$ cat src/design/arbiter_params.svh
`ifndef ARBITER_PARAMS_SVH
`define ARBITER_PARAMS_SVH

//////////////////////////////////////////////////
// Capture port geometry

`define ARB_NUM_PORTS 2
`define ARB_BEAT_W 128
`define ARB_WORD_W 256
`define ARB_ADDR_W 29
`define ARB_DSIZE_W 10
`define ARB_ASIZE_W 8

//////////////////////////////////////////////////
// Burst shape and FIFO sizing

`define ARB_BEATS_PER_BURST 4
`define ARB_DATA_FIFO_DEPTH 512
// One command per two words
`define ARB_CMD_FIFO_DEPTH (`ARB_DATA_FIFO_DEPTH / 2)
`define ARB_DATA_FREE_MIN 5
`define ARB_CMD_FREE_MIN 2

`endif
$ cat src/design/arbiter_pkg.sv
`default_nettype none

`include "arbiter_params.svh"

package arbiter_pkg;

	//////////////////////////////////////////////////
	// Plain vector widths

	typedef logic [`ARB_BEAT_W-1:0] beat_t;
	typedef logic [`ARB_WORD_W-1:0] word_t;
	typedef logic [`ARB_ADDR_W-1:0] addr_t;
	typedef logic [`ARB_DSIZE_W-1:0] dsize_t;
	typedef logic [`ARB_ASIZE_W-1:0] asize_t;
	typedef logic [$clog2(`ARB_NUM_PORTS)-1:0] port_idx_t;
	// Fill and free counts of the two internal FIFOs
	typedef logic [$clog2(`ARB_DATA_FIFO_DEPTH+1)-1:0] data_cnt_t;
	typedef logic [$clog2(`ARB_CMD_FIFO_DEPTH+1)-1:0] cmd_cnt_t;

	//////////////////////////////////////////////////
	// Bundles

	// Per-pod queue outputs
	typedef struct packed {
		beat_t data;
		addr_t addr;
		dsize_t data_size;
		asize_t addr_size;
	} client_port_t;

	// Per-pod read strobes
	typedef struct packed {
		logic data_rd;
		logic addr_rd;
	} client_rd_t;

	// Command FIFO entry where cmd 0 is a write
	typedef struct packed {
		logic cmd;
		addr_t addr;
	} cmd_entry_t;

	typedef struct packed {
		addr_t addr;
		logic [2:0] cmd;
		logic en;
	} mig_cmd_t;

	typedef struct packed {
		word_t data;
		logic data_end;
		logic wren;
	} mig_wdf_t;

	typedef enum logic [2:0] {
		IDLE = 3'd0,
		POD_WAIT = 3'd1,
		POD_WAIT2 = 3'd2,
		ARBITER_WAIT = 3'd3,
		DONE = 3'd4
	} flush_state_t;

endpackage

`default_nettype wire

$ cat src/design/burst_arbiter.sv
`timescale 1ns/1ns
`default_nettype none

`include "arbiter_params.svh"

module burst_arbiter (
	input wire clk_ram,
	input wire trig_rst_arbiter_2x,
	input wire arbiter_pkg::client_port_t ports [`ARB_NUM_PORTS],
	input wire arbiter_pkg::data_cnt_t data_free,
	input wire arbiter_pkg::cmd_cnt_t cmd_free,
	output arbiter_pkg::client_rd_t rd [`ARB_NUM_PORTS],
	output logic cmd_wr_en,
	output arbiter_pkg::cmd_entry_t cmd_wr_data,
	output logic data_wr_en,
	output arbiter_pkg::word_t data_wr_data,
	output logic busy
);

	localparam int NP = `ARB_NUM_PORTS;
	localparam int BEATS = `ARB_BEATS_PER_BURST;
	// Last word lands three cycles after the last strobe
	localparam int LAST_POS = BEATS + 3;

	logic [NP-1:0] ready;
	logic hit;
	arbiter_pkg::port_idx_t sel;
	arbiter_pkg::port_idx_t rr;
	arbiter_pkg::port_idx_t cur;
	logic room;
	logic start;
	logic [$clog2(LAST_POS+1)-1:0] pos;
	logic addr_v1;
	logic addr_v2;
	logic data_v1;
	logic data_v2;
	logic phase;

	//////////////////////////////////////////////////
	// Port selection

	// A port needs a full burst of beats plus one address
	always_comb begin
		for (int i = 0; i < NP; i++) begin
			ready[i] = (ports[i].data_size >= BEATS) && (ports[i].addr_size != '0);
		end
	end

	// Round robin pick first
	// Otherwise fall through to the lowest ready port
	always_comb begin
		hit = ready[rr];
		sel = rr;
		if (!hit) begin
			for (int i = 0; i < NP; i++) begin
				if (!hit && ready[i]) begin
					hit = 1'b1;
					sel = arbiter_pkg::port_idx_t'(i);
				end
			end
		end
	end

	// Output FIFOs must fit a whole burst
	assign room = (data_free >= `ARB_DATA_FREE_MIN) && (cmd_free >= `ARB_CMD_FREE_MIN);
	// New bursts only from idle
	assign start = (pos == '0) && hit && room;
	// Busy from the start cycle until the last word is pushed
	assign busy = (pos != '0) || start;

	//////////////////////////////////////////////////
	// Strobes and burst position

	always_ff @(posedge clk_ram) begin
		if (trig_rst_arbiter_2x) begin
			for (int i = 0; i < NP; i++) begin
				rd[i] <= '0;
			end
			pos <= '0;
			rr <= '0;
			cur <= '0;
		end else begin
			// Strobes are single cycle by default
			for (int i = 0; i < NP; i++) begin
				rd[i] <= '0;
			end

			if (start) begin
				rd[sel].addr_rd <= 1'b1;
				rd[sel].data_rd <= 1'b1;
				cur <= sel;
				pos <= 1'b1;
				rr <= (rr == NP - 1) ? '0 : rr + 1'b1;
			end else if (pos != '0) begin
				// Remaining data strobes back to back
				if (pos < BEATS) begin
					rd[cur].data_rd <= 1'b1;
				end
				pos <= (pos == LAST_POS) ? '0 : pos + 1'b1;
			end
		end
	end

	//////////////////////////////////////////////////
	// Return path

	// Pods answer two cycles after each strobe
	always_ff @(posedge clk_ram) begin
		if (trig_rst_arbiter_2x) begin
			addr_v1 <= 1'b0;
			addr_v2 <= 1'b0;
			data_v1 <= 1'b0;
			data_v2 <= 1'b0;
		end else begin
			addr_v1 <= (pos == 1);
			addr_v2 <= addr_v1;
			data_v1 <= (pos >= 1) && (pos <= BEATS);
			data_v2 <= data_v1;
		end
	end

	// Address goes straight into the command FIFO as a write
	assign cmd_wr_en = addr_v2;
	assign cmd_wr_data = '{cmd: 1'b0, addr: ports[cur].addr};

	// Beat pairs shift in from the bottom
	// so the earlier beat ends up in the upper half
	always_ff @(posedge clk_ram) begin
		if (data_v2) begin
			data_wr_data <= {data_wr_data[`ARB_BEAT_W-1:0], ports[cur].data};
		end

		if (trig_rst_arbiter_2x) begin
			phase <= 1'b0;
			data_wr_en <= 1'b0;
		end else begin
			data_wr_en <= 1'b0;
			if (data_v2) begin
				phase <= !phase;
				// Second beat of a pair completes a word
				if (phase) begin
					data_wr_en <= 1'b1;
				end
			end
		end
	end

endmodule

`default_nettype wire

$ cat config.mk
export PLATFORM = sky130hd
export DESIGN_NAME = burst_arbiter
export DESIGN_NICKNAME = d
export VERILOG_FILES = /design/src/design/arbiter_pkg.sv /design/src/design/burst_arbiter.sv
export VERILOG_INCLUDE_DIRS = /design/src /design/src/design
export SDC_FILE = /design/constraint.sdc
export NUM_CORES = 1
export LEC_CHECK = 0
export ABC_CLOCK_PERIOD_IN_PS = 9050
export BUFFER_PORTS_ARGS = -buffer_cell sky130_fd_sc_hd__buf_2
export CELL_PAD_IN_SITES_DETAIL_PLACEMENT = 1
export CELL_PAD_IN_SITES_GLOBAL_PLACEMENT = 1
export CORE_AREA = 2 2 256 258
export CTS_BUF_LIST = sky130_fd_sc_hd__clkbuf_8 sky130_fd_sc_hd__clkbuf_16
export CTS_CLUSTER_DIAMETER = 40
export DETAILED_ROUTE_END_ITERATION = 16
export DIE_AREA = 0 0 258 260
export PLACE_DENSITY = 0.48
export SYNTH_ARGS = -nofsm -noshare
export SYNTH_HDL_FRONTEND = slang
export SYNTH_SLANG_ARGS = --single-unit
$ cat constraint.sdc
create_clock -name clk_ram -period 9.05 [get_ports clk_ram]
set_clock_uncertainty 0.2 [all_clocks]
set_input_delay 0 -clock clk_ram [delete_from_list [all_inputs] [get_ports clk_ram]]
set_output_delay 0 -clock clk_ram [all_outputs]
set_load 0.05 [all_outputs]
# Word-level counts from Yosys, hierarchy flattened
# Index checks and enable logic that the tools add are counted.
[classes] n_addsub=2 multipliers=0 n_div=0 order_cmp=12 eq_ne=2 shift=0 muxes=27 bitwise=3 n_reduce_logical=21
[ops] cell="$mux W175" count=3
[ops] cell="$ge A10 B3 Y1 const B" count=3
[ops] cell="$reduce_bool A8 Y1" count=2
[ops] cell="$mux W1" count=14
[ops] cell="$mux W4" count=3
[ops] cell="$logic_and A1 B1 Y1" count=10
[ops] cell="$ge A9 B2 Y1 const B" count=1
[ops] cell="$demux W2 S1" count=3
[ops] cell="$bwmux W4" count=1
[ops] cell="$ge A2 B2 Y1 const B" count=2
[ops] cell="$lt A2 B1 Y1 const B" count=2
[ops] cell="$mux W2" count=2
[ops] cell="$not A1 Y2" count=2
[ops] cell="$reduce_or A2 Y1" count=2
[ops] cell="$add A3 B1 Y3 const B" count=1
[ops] cell="$eq A3 B1 Y1 const B" count=1
[ops] cell="$eq A3 B3 Y1 const B" count=1
[ops] cell="$ge A3 B1 Y1 const B" count=1
[ops] cell="$le A3 B3 Y1 const B" count=1
[ops] cell="$logic_not A1 Y1" count=3
[ops] cell="$logic_not A3 Y1" count=1
[ops] cell="$lt A3 B3 Y1 const B" count=1
[ops] cell="$mux W3" count=1
[ops] cell="$reduce_bool A3 Y1" count=1
[ops] cell="5 further kinds" count=5
[totals] reg_bits=271 latch_bits=0 ramBits=0 rom_bits=0 in_bits=371 out_inout_bits=293 wordCells=82 mem_count=0

# Depth between registers and ports, before layout
# Gate-level depths: netlist (run 1).
[logic_depth] depth_word=19 mapped_depth=7 mapped_depth_nobuf=6

# Least setup slack after synthesis (run 1)
# Ideal clock, no wire load.
[synth_timing] path_type="register to register" from="reg data_v2" to="reg data_wr_data[0], enable pin" setup_time_ps=644 t_arrival_ps=5931 required_ps=8206 path_slack_ps=2275 stages_incl_launch_ff=1 n_path_buf=0 synth_period_minus_slack_ps=6775 path_cell_list="dfxtp_1"
[synth_rtl] item="from (decl)" line="burst_arbiter.sv:36" rtl="logic data_v2;"
[synth_rtl] item="from (signal assigned)" line="burst_arbiter.sv:118" rtl="data_v2 <= data_v1;"
[synth_rtl] item="to (signal assigned)" line="burst_arbiter.sv:130" rtl="data_wr_data <= {data_wr_data[`ARB_BEAT_W-1:0], ports[cur].data};"
[synth_rtl] item="to (decl)" line="burst_arbiter.sv:16" rtl="output arbiter_pkg::word_t data_wr_data,"
# No word-level cell between the ends.

# Worst setup path in the final report (run 1)
[layout_timing] from="in ports[185] in the netlist's numbering" to="reg rr"
[layout_between] elab_chain_len=14
[layout_lines] item="from (decl)" line="burst_arbiter.sv:9" rtl="input wire arbiter_pkg::client_port_t ports [`ARB_NUM_PORTS],"
[layout_lines] item="$ge A10 B3 Y1 (*)" line="burst_arbiter.sv:45" rtl="ready[i] = (ports[i].data_size >= BEATS) && (ports[i].addr_size != '0);"
[layout_lines] item="$logic_and A1 B1 Y1 (*)" line="burst_arbiter.sv:45"
[layout_lines] item="$mux W1 (implied by the code) (2 in series)" line="burst_arbiter.sv:52" rtl="hit = ready[rr];"
[layout_lines] item="$logic_not A1 Y1" line="burst_arbiter.sv:56" rtl="if (!hit && ready[i]) begin"
[layout_lines] item="$logic_and A1 B1 Y1" line="burst_arbiter.sv:56"
[layout_lines] item="$mux W1" line="burst_arbiter.sv:56"
[layout_lines] item="$mux W1" line="burst_arbiter.sv:54" rtl="if (!hit) begin"
[layout_lines] item="$logic_not A1 Y1" line="burst_arbiter.sv:56"
[layout_lines] item="$logic_and A1 B1 Y1" line="burst_arbiter.sv:56"
[layout_lines] item="$mux W1" line="burst_arbiter.sv:56"
[layout_lines] item="$mux W1 (*)" line="burst_arbiter.sv:54"
[layout_lines] item="$logic_and A1 B1 Y1 (*) (2 in series)" line="burst_arbiter.sv:67" rtl="assign start = (pos == '0) && hit && room;"
[layout_lines] item="to (signal assigned)" line="burst_arbiter.sv:93" rtl="rr <= (rr == NP - 1) ? '0 : rr + 1'b1;"
[layout_lines] item="to (decl)" line="burst_arbiter.sv:28" rtl="arbiter_pkg::port_idx_t rr;"
# Every way passes the cells marked *; elsewhere a longest branch is shown, timed or not. The select of a mux whose other input is x is not followed.
# A chain may end at the register's enable or synchronous reset.

==> impl_metrics.toml, run 1 <==
[synth]
synth_compound_area_frac = 0.00678
synth_commonest_cells = "256 x edfxtp_1, 157 x mux2_2, 18 x buf_2"
synthArstFlopShare = 0
yosys_warnings = 0
synth_edf_count = 256
synth_fp_nets = 890
synth_top_family_by_area = "multiplexers"
synth-xor-area-share = 0.000848
synth_top_area_frac = 0.744
syn-cell-area_sq_mm = 0.0103
muxShareOfSynthArea = 0.173
synth.area.top_cells = "edfxtp_1 74%, mux2_2 17%, dfxtp_1 2.9%"
synth_adder_area_share = 0.00484
synthSimpleGateAreaFrac = 0.0291
yosysMostFrequentCell = "edfxtp_1"
synth_seq_cells = 271
syn_inst = 515
synth_seq_area_share = 0.773
yosys_most_used_dff = "edfxtp_1"
post-synth-top-area-cell = "edfxtp_1"
synth.distinct_cells = 31
postSynthAreaPerCell_sq_um = 20.1

[setup_path]
worstSetupStartpointType = "input port"
crit_type = "in -> reg"
rr_endpoint = "data_wr_data[78]"
regToRegStartpoint = "cur"
ff2ff_path_depth = 3
worstPathArrival_ns = 3.72
reg2reg_slack_ns = 5.97
critPathMaxFanout = 3
cp_data_required_time_ns = 9.30
end_kind = "flip-flop"

[sta]
period_share = 0.383
finalSetupViolations = 0
fmax_ghz = 0.288
final_hold_viol_count = 0
slew_headroom = 0.240
final.setup.tns_ns = 0
min_period_ns = 3.47
final_max_slew_viol_count = 0
worst_pin_slew_ns = 1.14
rsz0062_at_grt = "no"

[place]
portBuffers = 657
place.detailed.hpwl_mm = 30.1
place.gp.congestion = 0.920
dpl_cell_area_sq_mm = 0.0146

[grt]
grtUsageTotal = 0.119
gr-total-overflow = 0
grt_pass1_wl_mm = 59.8
grt_pass1_vias = 9559
antenna_found_initial = 11
grt_max_degree = 160

[pwr]
ir_drop_uv = 133
p_sw_w = 0.00117
p_int_w = 0.00296
pwr-share-comb = 0.177
p_clk_frac = 0.461
swShare = 0.283
p_total_w = 0.00413
seqPwrFrac = 0.362
pwr_density_cell_mw_per_mm2 = 216
leakagePower_nw = 7.86

[clock_tree]
clock_path_buffers = 3
clk_latency_ns = 0.57
cts_tree = "built"
cts.repair.resized = 0
tritoncts_num_sinks = 271
clock-root-buffer = "clkbuf_16"
cts_buffers = 53
htreeDepth = 2
clk_pin_slew_ns = 0.06

[drt]
via_per_inst = 3.64
drcViolationCount = 0
initialDrtViolationCount = 223
drt_wl_total_mm = 41.7
firstDrtPassIters = 4
vias = 8675
wl_per_cell_um = 17.5
detail-route-antenna-nets = 0

[floorplanning]
core_area_sq_mm = 0.0641
start_util = 0.161
die_w_um = 258
num_rows = 93
die_height_um = 260
dieArea_sq_mm = 0.0671
io_pins = 664

[final_layout]
drive_above_1_share = 0.599
num-fill-cells = 7118
syn_to_final_growth_pct = 85.2
final_nets = 1861
stdcell_area_sq_mm = 0.0191

[min_path]
worstHoldEndpoint = "data_wr_data[103]"
min_path_type = "in -> reg"
holdPathStages = 3
hp-start = "ports[150]"

[run]
drv_cap = 0

[outcome]
status = "finished, final reports clean"
## per-layer routing
metal / global-route usage / vias up / wire (um)
li1: - / 3986 / -
met1: 0.124 / 4099 / 14800
met2: 0.218 / 494 / 21700
met3: 0.0375 / 94 / 3450
met4: 0.0578 / 2 / 1770
met5: 0 / - / 13
## power groups by stage
stage	clock [W]	combinational, W	sequential, W
after detailed placement	0	0.000594	0.00152
after global placement	0	0.000593	0.00152
after global routing	0.00202	0.000776	0.00150
final	0.00191	0.000732	0.00150
after CTS	0.00197	0.000735	0.00150
after floorplan	0	0.000205	0.00172
## area by class of cell
| cell class | instances | area (sq um) | area share |
|---|---|---|---|
| repair buffers | 937 | 6090 | 0.318 |
| clock inverters | 44 | 394 | 0.0206 |
| inverters | 4 | 15.0 | 0.000785 |
| clock buffers | 54 | 1350 | 0.0706 |
| flip-flops and latches | 271 | 8000 | 0.418 |
| well taps | 855 | 1070 | 0.0559 |
| diodes | 2 | 5.00 | 0.000262 |
| multi-input cells | 219 | 2220 | 0.116 |
## registers in the layout, summed over array words and instances, names as in the netlist
signal / cells
addr_v1: 1
cmd_wr_en: 1
cur: 1
data_v1: 1
data_v2: 1
data_wr_data: 256
data_wr_en: 1
phase: 1
pos: 3
rd: 4
rr: 1
## logic make-up after synthesis
group / after synthesis
adder cells (fa/ha/maj): 4
other: 1
buffers and inverters: 25
XOR/XNOR: 1
AND/OR/NAND/NOR: 45
AO/OA/AOI/OAI: 10
multiplexers: 158
flip-flops: 271
## layout by cell type (no fill, tap or decap), drive strengths merged, types with 4 or more instances in the layout
cell / n
nand3: 4
inv: 25
a21oi: 5
nand2: 9
nor4: 11
buf: 662
clkinv: 14
nor3: 4
mux2: 158
edfxtp: 256
clkbuf: 54
nor2: 8
clkinvlp: 6
dfxtp: 15
ha: 4
dlygate4sd3: 275
## how the worst max path moves through the flow
| stage | startpoint | end | slack (ns) | depth (start not counted) |
|---|---|---|---|---|
| after floorplan | data_v2 | data_wr_data[0] | 2.27 | 0 |
| after global placement | cur | data_wr_data[78] | 6.44 | 2 |
| after detailed placement | cur | data_wr_data[78] | 6.43 | 2 |
| after CTS | ports[185] | rr | 5.62 | 11 |
| after global routing | data_free[2] | busy | 5.49 | 11 |
| final | ports[185] | rr | 5.58 | 11 |
## critical path, cell delays in order
cell and delay, ns:
dlygate4sd3_1 0.52, buf_2 0.11, nor4_1 0.14, dlygate4sd3_1 0.57, nand2_1 0.05, dlygate4sd3_1 0.61
nand2_4 0.07, dlygate4sd3_1 0.65, a21oi_4 0.07, dlygate4sd3_1 0.61, mux2_4 0.30
## what timing repair did
action,in CTS,in global routing
hold endpoints to repair,143,0
hold buffers,275,0
setup buffers,0,0
## metrics by stage
stage	cells	hold slack (ns)	util	setup WS [ns]
6_report	2386	0.0606	0.298	5.58
4_1_cts	2384	0.00783	0.298	5.62
3_3_place_gp	2011	0.103	0.228	6.44
3_5_place_dp	2011	0.105	0.228	6.43
5_1_grt	2386	0.0314	0.298	5.49
2_1_floorplan	515	-0.122	-	2.27
Note: power is estimated with default switching activity, not from simulation.
==> run 2, diff against run 1 <==
ABC_CLOCK_PERIOD_IN_PS = 3000   (was 9050)
CORE_AREA = 2 2 260 262   (was 2 2 256 258)
DIE_AREA = 0 0 262 264   (was 0 0 258 260)
clock period = 3 ns   (was 9.05 ns; I/O delays follow)
==> run 2 against run 1 <==
Net effect:
- wire length down 2.6%
- clock-buffer cell count increased by 2
- setup slack got worse by 5.5 ns
- final area rose by 3.2%
- critical endpoint is now busy
- largest cell class unchanged
- largest power group unchanged
==> impl_metrics.toml, run 2 (synthesis results as in run 1) <==
[pwr]
seqPwrFrac = 0.345
ir_drop_uv = 550
pwr-share-comb = 0.172
pwr_density_cell_mw_per_mm2 = 664
p_int_w = 0.00966
leakagePower_nw = 8.16
p_clk_frac = 0.483
swShare = 0.263
p_sw_w = 0.00345

[floorplanning]
start_util = 0.155
io_pins = 664
core_area_sq_mm = 0.0666
die_w_um = 262
num_rows = 95
dieArea_sq_mm = 0.0692
die_height_um = 264

[clock_tree]
clock-root-buffer = "clkbuf_16"
htreeDepth = 2
clock_path_buffers = 3
cts_tree = "built"
tritoncts_num_sinks = 271
cts_setup_buffers = 0
clk_latency_ns = 0.57
cts_buffers = 56
clk_pin_slew_ns = 0.05

[final_layout]
reg_top3 = "data_wr_data: 256 flops, rd: 4 flops, pos: 3 flops"
final_nets = 1899
syn_to_final_growth_pct = 91.2
drive_above_1_share = 0.611
largest_register_ffs = 256
final_common_cell = "buf_2"
top_register = "data_wr_data"
most-common-layout-cells = "656 x buf_2, 278 x dlygate4sd3_1, 256 x edfxtp_1"

[sta]
period_share = 0.967
fmax_ghz = 0.345
slew_headroom = 0.458
final_max_slew_viol_count = 0
final.setup.tns_ns = 0
whs_ns = 0.0624
finalSetupViolations = 0
final_hold_viol_count = 0
rsz0062_at_grt = "no"
worst_pin_slew_ns = 0.813
min_period_ns = 2.90

[setup_path]
worstSetupStartpointType = "input port"
crit_type = "in -> out"
ff2ff_path_depth = 3
cp_data_required_time_ns = 2.80
critPathMaxFanout = 3
end_kind = "output port"
worstPathArrival_ns = 2.70

[grt]
grt_pass1_wl_mm = 58.5
grtUsageTotal = 0.112
grt_max_degree = 44
grt_pass1_vias = 9903
antenna_found_initial = 8
gr-total-overflow = 0

[drt]
detail-route-antenna-nets = 0
initialDrtViolationCount = 319
drt_wl_total_mm = 40.6
via_per_inst = 3.59
vias = 8794
firstDrtPassIters = 4
drcViolationCount = 0
wl_per_cell_um = 16.6

[min_path]
min_path_type = "in -> reg"
holdPathStages = 3

[place]
place.gp.congestion = 0.818
place.detailed.hpwl_mm = 30.1
portBuffers = 657

[run]
drv_cap = 0

[outcome]
status = "finished, final reports clean"
[run 2: through the flow]
stage          utilization  setup slack, ns  std cells  power [W]  instance area [sq um]
2_1_floorplan            -            0.353        515    0.00577                  10300
3_3_place_gp         0.225             1.02       2060    0.00641                  15000
3_5_place_dp         0.225             1.01       2060    0.00643                  15000
4_1_cts              0.296           0.0566       2443     0.0133                  19700
5_1_grt              0.297          0.00602       2448     0.0136                  19800
6_report             0.297           0.0994       2449     0.0131                  19800
[run 2: final timing paths]
path / startpoint / slack [ns] / to
setup / recovery: ports[11] / 0.1 / busy
hold / removal: ports[123] / 0.06 / data_wr_data[76]
setup reg to reg: cur / 0.49 / data_wr_data[82]
hold reg to reg: data_wr_data[114] / 0.23 / data_wr_data[242]
[run 2: worst max-delay path, stage by stage]
cell           delay, ns
dlygate4sd3_1       0.53
buf_2               0.13
nor4_2              0.23
dlygate4sd3_1       0.60
nand2_1             0.08
dlygate4sd3_1       0.62
nand2_4             0.11
a21o_2              0.14
nand2_1             0.05
buf_4               0.20
[run 2: metal layers]
layer  GRT usage  share of wire
met1       0.112           0.35
met2       0.211           0.53
met3      0.0352          0.090
met4      0.0452          0.031
met5           0        0.00032
[run 2: what timing repair did]
item | 4_1_cts | 5_1_grt
setup endpoints to repair | 0 | 4
gates resized for setup | 0 | 6
endpoints found under the hold margin | 143 | 0
hold buffers | 279 | 0
[run 2: power by group through the flow]
stage	registers (W)	logic, W	clock network (W)
floorplan	0.00515	0.000619	0
global placement	0.00460	0.00182	0
detailed placement	0.00461	0.00183	0
CTS	0.00454	0.00225	0.00651
global route	0.00455	0.00239	0.00667
finish	0.00453	0.00225	0.00633
[run 2: area by class of cell]
cell class,instances,area (sq um)
fill,7378,46800
sequential,271,8000
timing repair buffer,972,6440
multi-input combinational,219,2240
clock buffer,56,1400
tap,873,1090
clock inverter,48,553
inverter,4,15.0
antenna,6,15.0
==> run 3, diff against run 2 <==
ABC_AREA = 1   (was not set)
CORE_AREA = 2 2 257 259   (was 2 2 260 262)
CTS_CLUSTER_DIAMETER = 120   (was 40)
DIE_AREA = 0 0 259 261   (was 0 0 262 264)
PLACE_DENSITY = 0.52   (was 0.48)
==> run 3 against run 2 <==
Net effect:
- critical endpoint is now cur
- largest cell class unchanged
- cell count grew 12%
- critical path type is now in -> reg
- maximum frequency is 2.3% higher
- setup slack better by 0.064 ns
- clock power fell by 40%
- wire length rose by 10%
==> impl_metrics.toml, run 3 <==
[drt]
vias = 10269
drcViolationCount = 0
initialDrtViolationCount = 410
drt_wl_total_mm = 44.7
wl_per_cell_um = 16.2
via_per_inst = 3.73
detail-route-antenna-nets = 0
firstDrtPassIters = 4

[setup_path]
end_kind = "flip-flop"
ff2ff_path_depth = 5
regToRegStartpoint = "cur"
worstSetupStartpointType = "input port"
rr_endpoint = "data_wr_data[53]"
reg2reg_slack_ns = 0.61
worstPathArrival_ns = 3.08
cp_data_required_time_ns = 3.25
crit_type = "in -> reg"
critPathMaxFanout = 3
critPathLaunch = "ports[178]"

[grt]
antenna_found_initial = 8
grt_pass1_wl_mm = 65.1
gr-total-overflow = 0
grt_max_degree = 94
grt_pass1_vias = 11233
grtUsageTotal = 0.127

[pwr]
seqPwrFrac = 0.356
leakagePower_nw = 8.62
p_int_w = 0.00916
p_clk_frac = 0.246
p_total_w = 0.0155
pwr-share-comb = 0.398
ir_drop_uv = 291
swShare = 0.407
pwr_density_cell_mw_per_mm2 = 820
p_sw_w = 0.00630

[clock_tree]
htreeDepth = 2
clk_latency_ns = 0.52
clock_path_buffers = 3
cts_tree = "built"
clock-root-buffer = "clkbuf_16"
cts_buffers = 35
tritoncts_num_sinks = 271
cts_setup_buffers = 0
clk_pin_slew_ns = 0.05

[final_layout]
register_area_sq_mm = 0.00800
syn_to_final_growth_pct = 78.2
largest_register_ffs = 256
final_common_cell = "buf_2"
reg_top3 = "data_wr_data: 256 flops, rd: 4 flops, pos: 3 flops"
fin_cells = 2755
multiInputGateArea_sq_mm = 0.00225
top_register = "data_wr_data"
final_nets = 2238
drive_above_1_share = 0.392
most-common-layout-cells = "657 x buf_2, 498 x nand2_1, 286 x dlygate4sd3_1"
num-fill-cells = 7640
stdcell_area_sq_mm = 0.0188

[synth]
synth_seq_area_share = 0.756
yosysMostFrequentCell = "nand2_1"
synth_top_area_frac = 0.727
postSynthAreaPerCell_sq_um = 11.7
syn_inst = 905
synth_edf_count = 256
post-synth-top-area-cell = "edfxtp_1"
yosys_warnings = 0
synth.area.top_cells = "edfxtp_1 73%, nand2_1 18%, dfxtp_1 2.8%"
synth_fp_nets = 1280
syn-cell-area_sq_mm = 0.0106
synth.distinct_cells = 26
synthArstFlopShare = 0
yosys_most_used_dff = "edfxtp_1"
synth_commonest_cells = "499 x nand2_1, 256 x edfxtp_1, 32 x inv_1"
synth_seq_cells = 271

[place]
portBuffers = 657
dp.cells = 2404
dpl_cell_area_sq_mm = 0.0149
place.detailed.hpwl_mm = 32.6
place.gp.congestion = 0.803
pre_cts_slack_ns = 1.14

[floorplanning]
io_pins = 664
die_height_um = 261
die_w_um = 259
dieArea_sq_mm = 0.0676
core_area_sq_mm = 0.0650
start_util = 0.163
num_rows = 94

[min_path]
hp-start = "data_free[4]"
holdPathStages = 8
worstHoldEndpoint = "cur"
min_path_type = "in -> reg"

[run]
drv_cap = 0

[sta]
fmax_ghz = 0.353
final_hold_viol_count = 0
min_period_ns = 2.84
final_max_slew_viol_count = 0
slew_headroom = 0.468
worst_pin_slew_ns = 0.799
rsz0062_at_grt = "no"
final.setup.tns_ns = 0
setup_slack_ns = 0.164
finalSetupViolations = 0
period_share = 0.945

[outcome]
status = "finished, final reports clean"
run 3: changes by cell type after synthesis, sizes merged, moves of 4 or more:
cell,before,now
buf,20,32
nor4,11,0
nand4,0,4
inv,4,36
nand2,9,504
mux2,158,0
o21ai,2,9
nor2,8,29
a21oi,5,1
nor3,4,0
run 3: layer usage:
| layer | share of wire | wire length (um) | track usage | up-vias |
|---|---|---|---|---|
| met1 | 0.36 | 16200 | 0.131 | 4820 |
| met4 | 0.029 | 1300 | 0.0469 | 10 |
| met3 | 0.083 | 3700 | 0.0397 | 81 |
| li1 | - | - | - | 4891 |
| met5 | 0.0015 | 67 | 0 | - |
| met2 | 0.52 | 23400 | 0.239 | 467 |
run 3: repair_timing:
item / 4_1_cts / 5_1_grt
resized for setup: 0 / 1
hold endpoints to repair: 143 / 0
hold buffers: 286 / 0
setup endpoints to repair: 0 / 1
run 3: worst max path at each step:
stage / end / cells after the start
global route: cur / 12
global placement: data_wr_data[41] / 4
floorplan: phase / 3
CTS: cur / 12
detailed placement: data_wr_data[25] / 4
finish: cur / 12
run 3: metrics by stage:
stage,utilization,hold WS [ns]
5_1_grt,0.289,0.0121
3_3_place_gp,0.230,0.0660
4_1_cts,0.289,0.00109
2_1_floorplan,-,-0.138
3_5_place_dp,0.230,0.0687
6_report,0.290,0.00116
run 3: power by group through the flow:
stage	logic (W)	registers, W	clock network (W)
2_1_floorplan	0.00152	0.00773	0
3_3_place_gp	0.00529	0.00557	0
3_5_place_dp	0.00534	0.00560	0
4_1_cts	0.00621	0.00553	0.00398
5_1_grt	0.00660	0.00559	0.00411
6_report	0.00616	0.00550	0.00380
run 3: logic make-up (layout without fill, tap and decap cells):
| logic type | Yosys count | in the layout | share of synthesized area |
|---|---|---|---|
| AND/OR/NAND/NOR | 546 | 546 | 0.201 |
| AO/OA/AOI/OAI | 11 | 11 | 0.00639 |
| flip-flops | 271 | 271 | 0.756 |
| buffers and inverters | 72 | 1053 | 0.0314 |
| other | 1 | 6 | 0.000355 |
| adder cells (fa/ha/maj) | 4 | 4 | 0.00474 |
run 3: worst max-delay path, cell delays in order:
cell and delay, ns:
dlygate4sd3_1 0.54, buf_2 0.13, inv_1 0.04, nand2_1 0.03
dlygate4sd3_1 0.54, nor2_1 0.10, dlygate4sd3_1 0.56, nand2_1 0.08
nand3_1 0.15, dlygate4sd3_1 0.60, nand4_1 0.15, nand2_2 0.15
run 3: final cells by class:
class	instances	share of cell area
flip-flops and latches	271	0.424
repair buffers	957	0.336
multi-input cells	562	0.120
well taps	864	0.0574
clock buffers	36	0.0478
inverters	36	0.00744
clock inverters	24	0.00671
diodes	5	0.000664
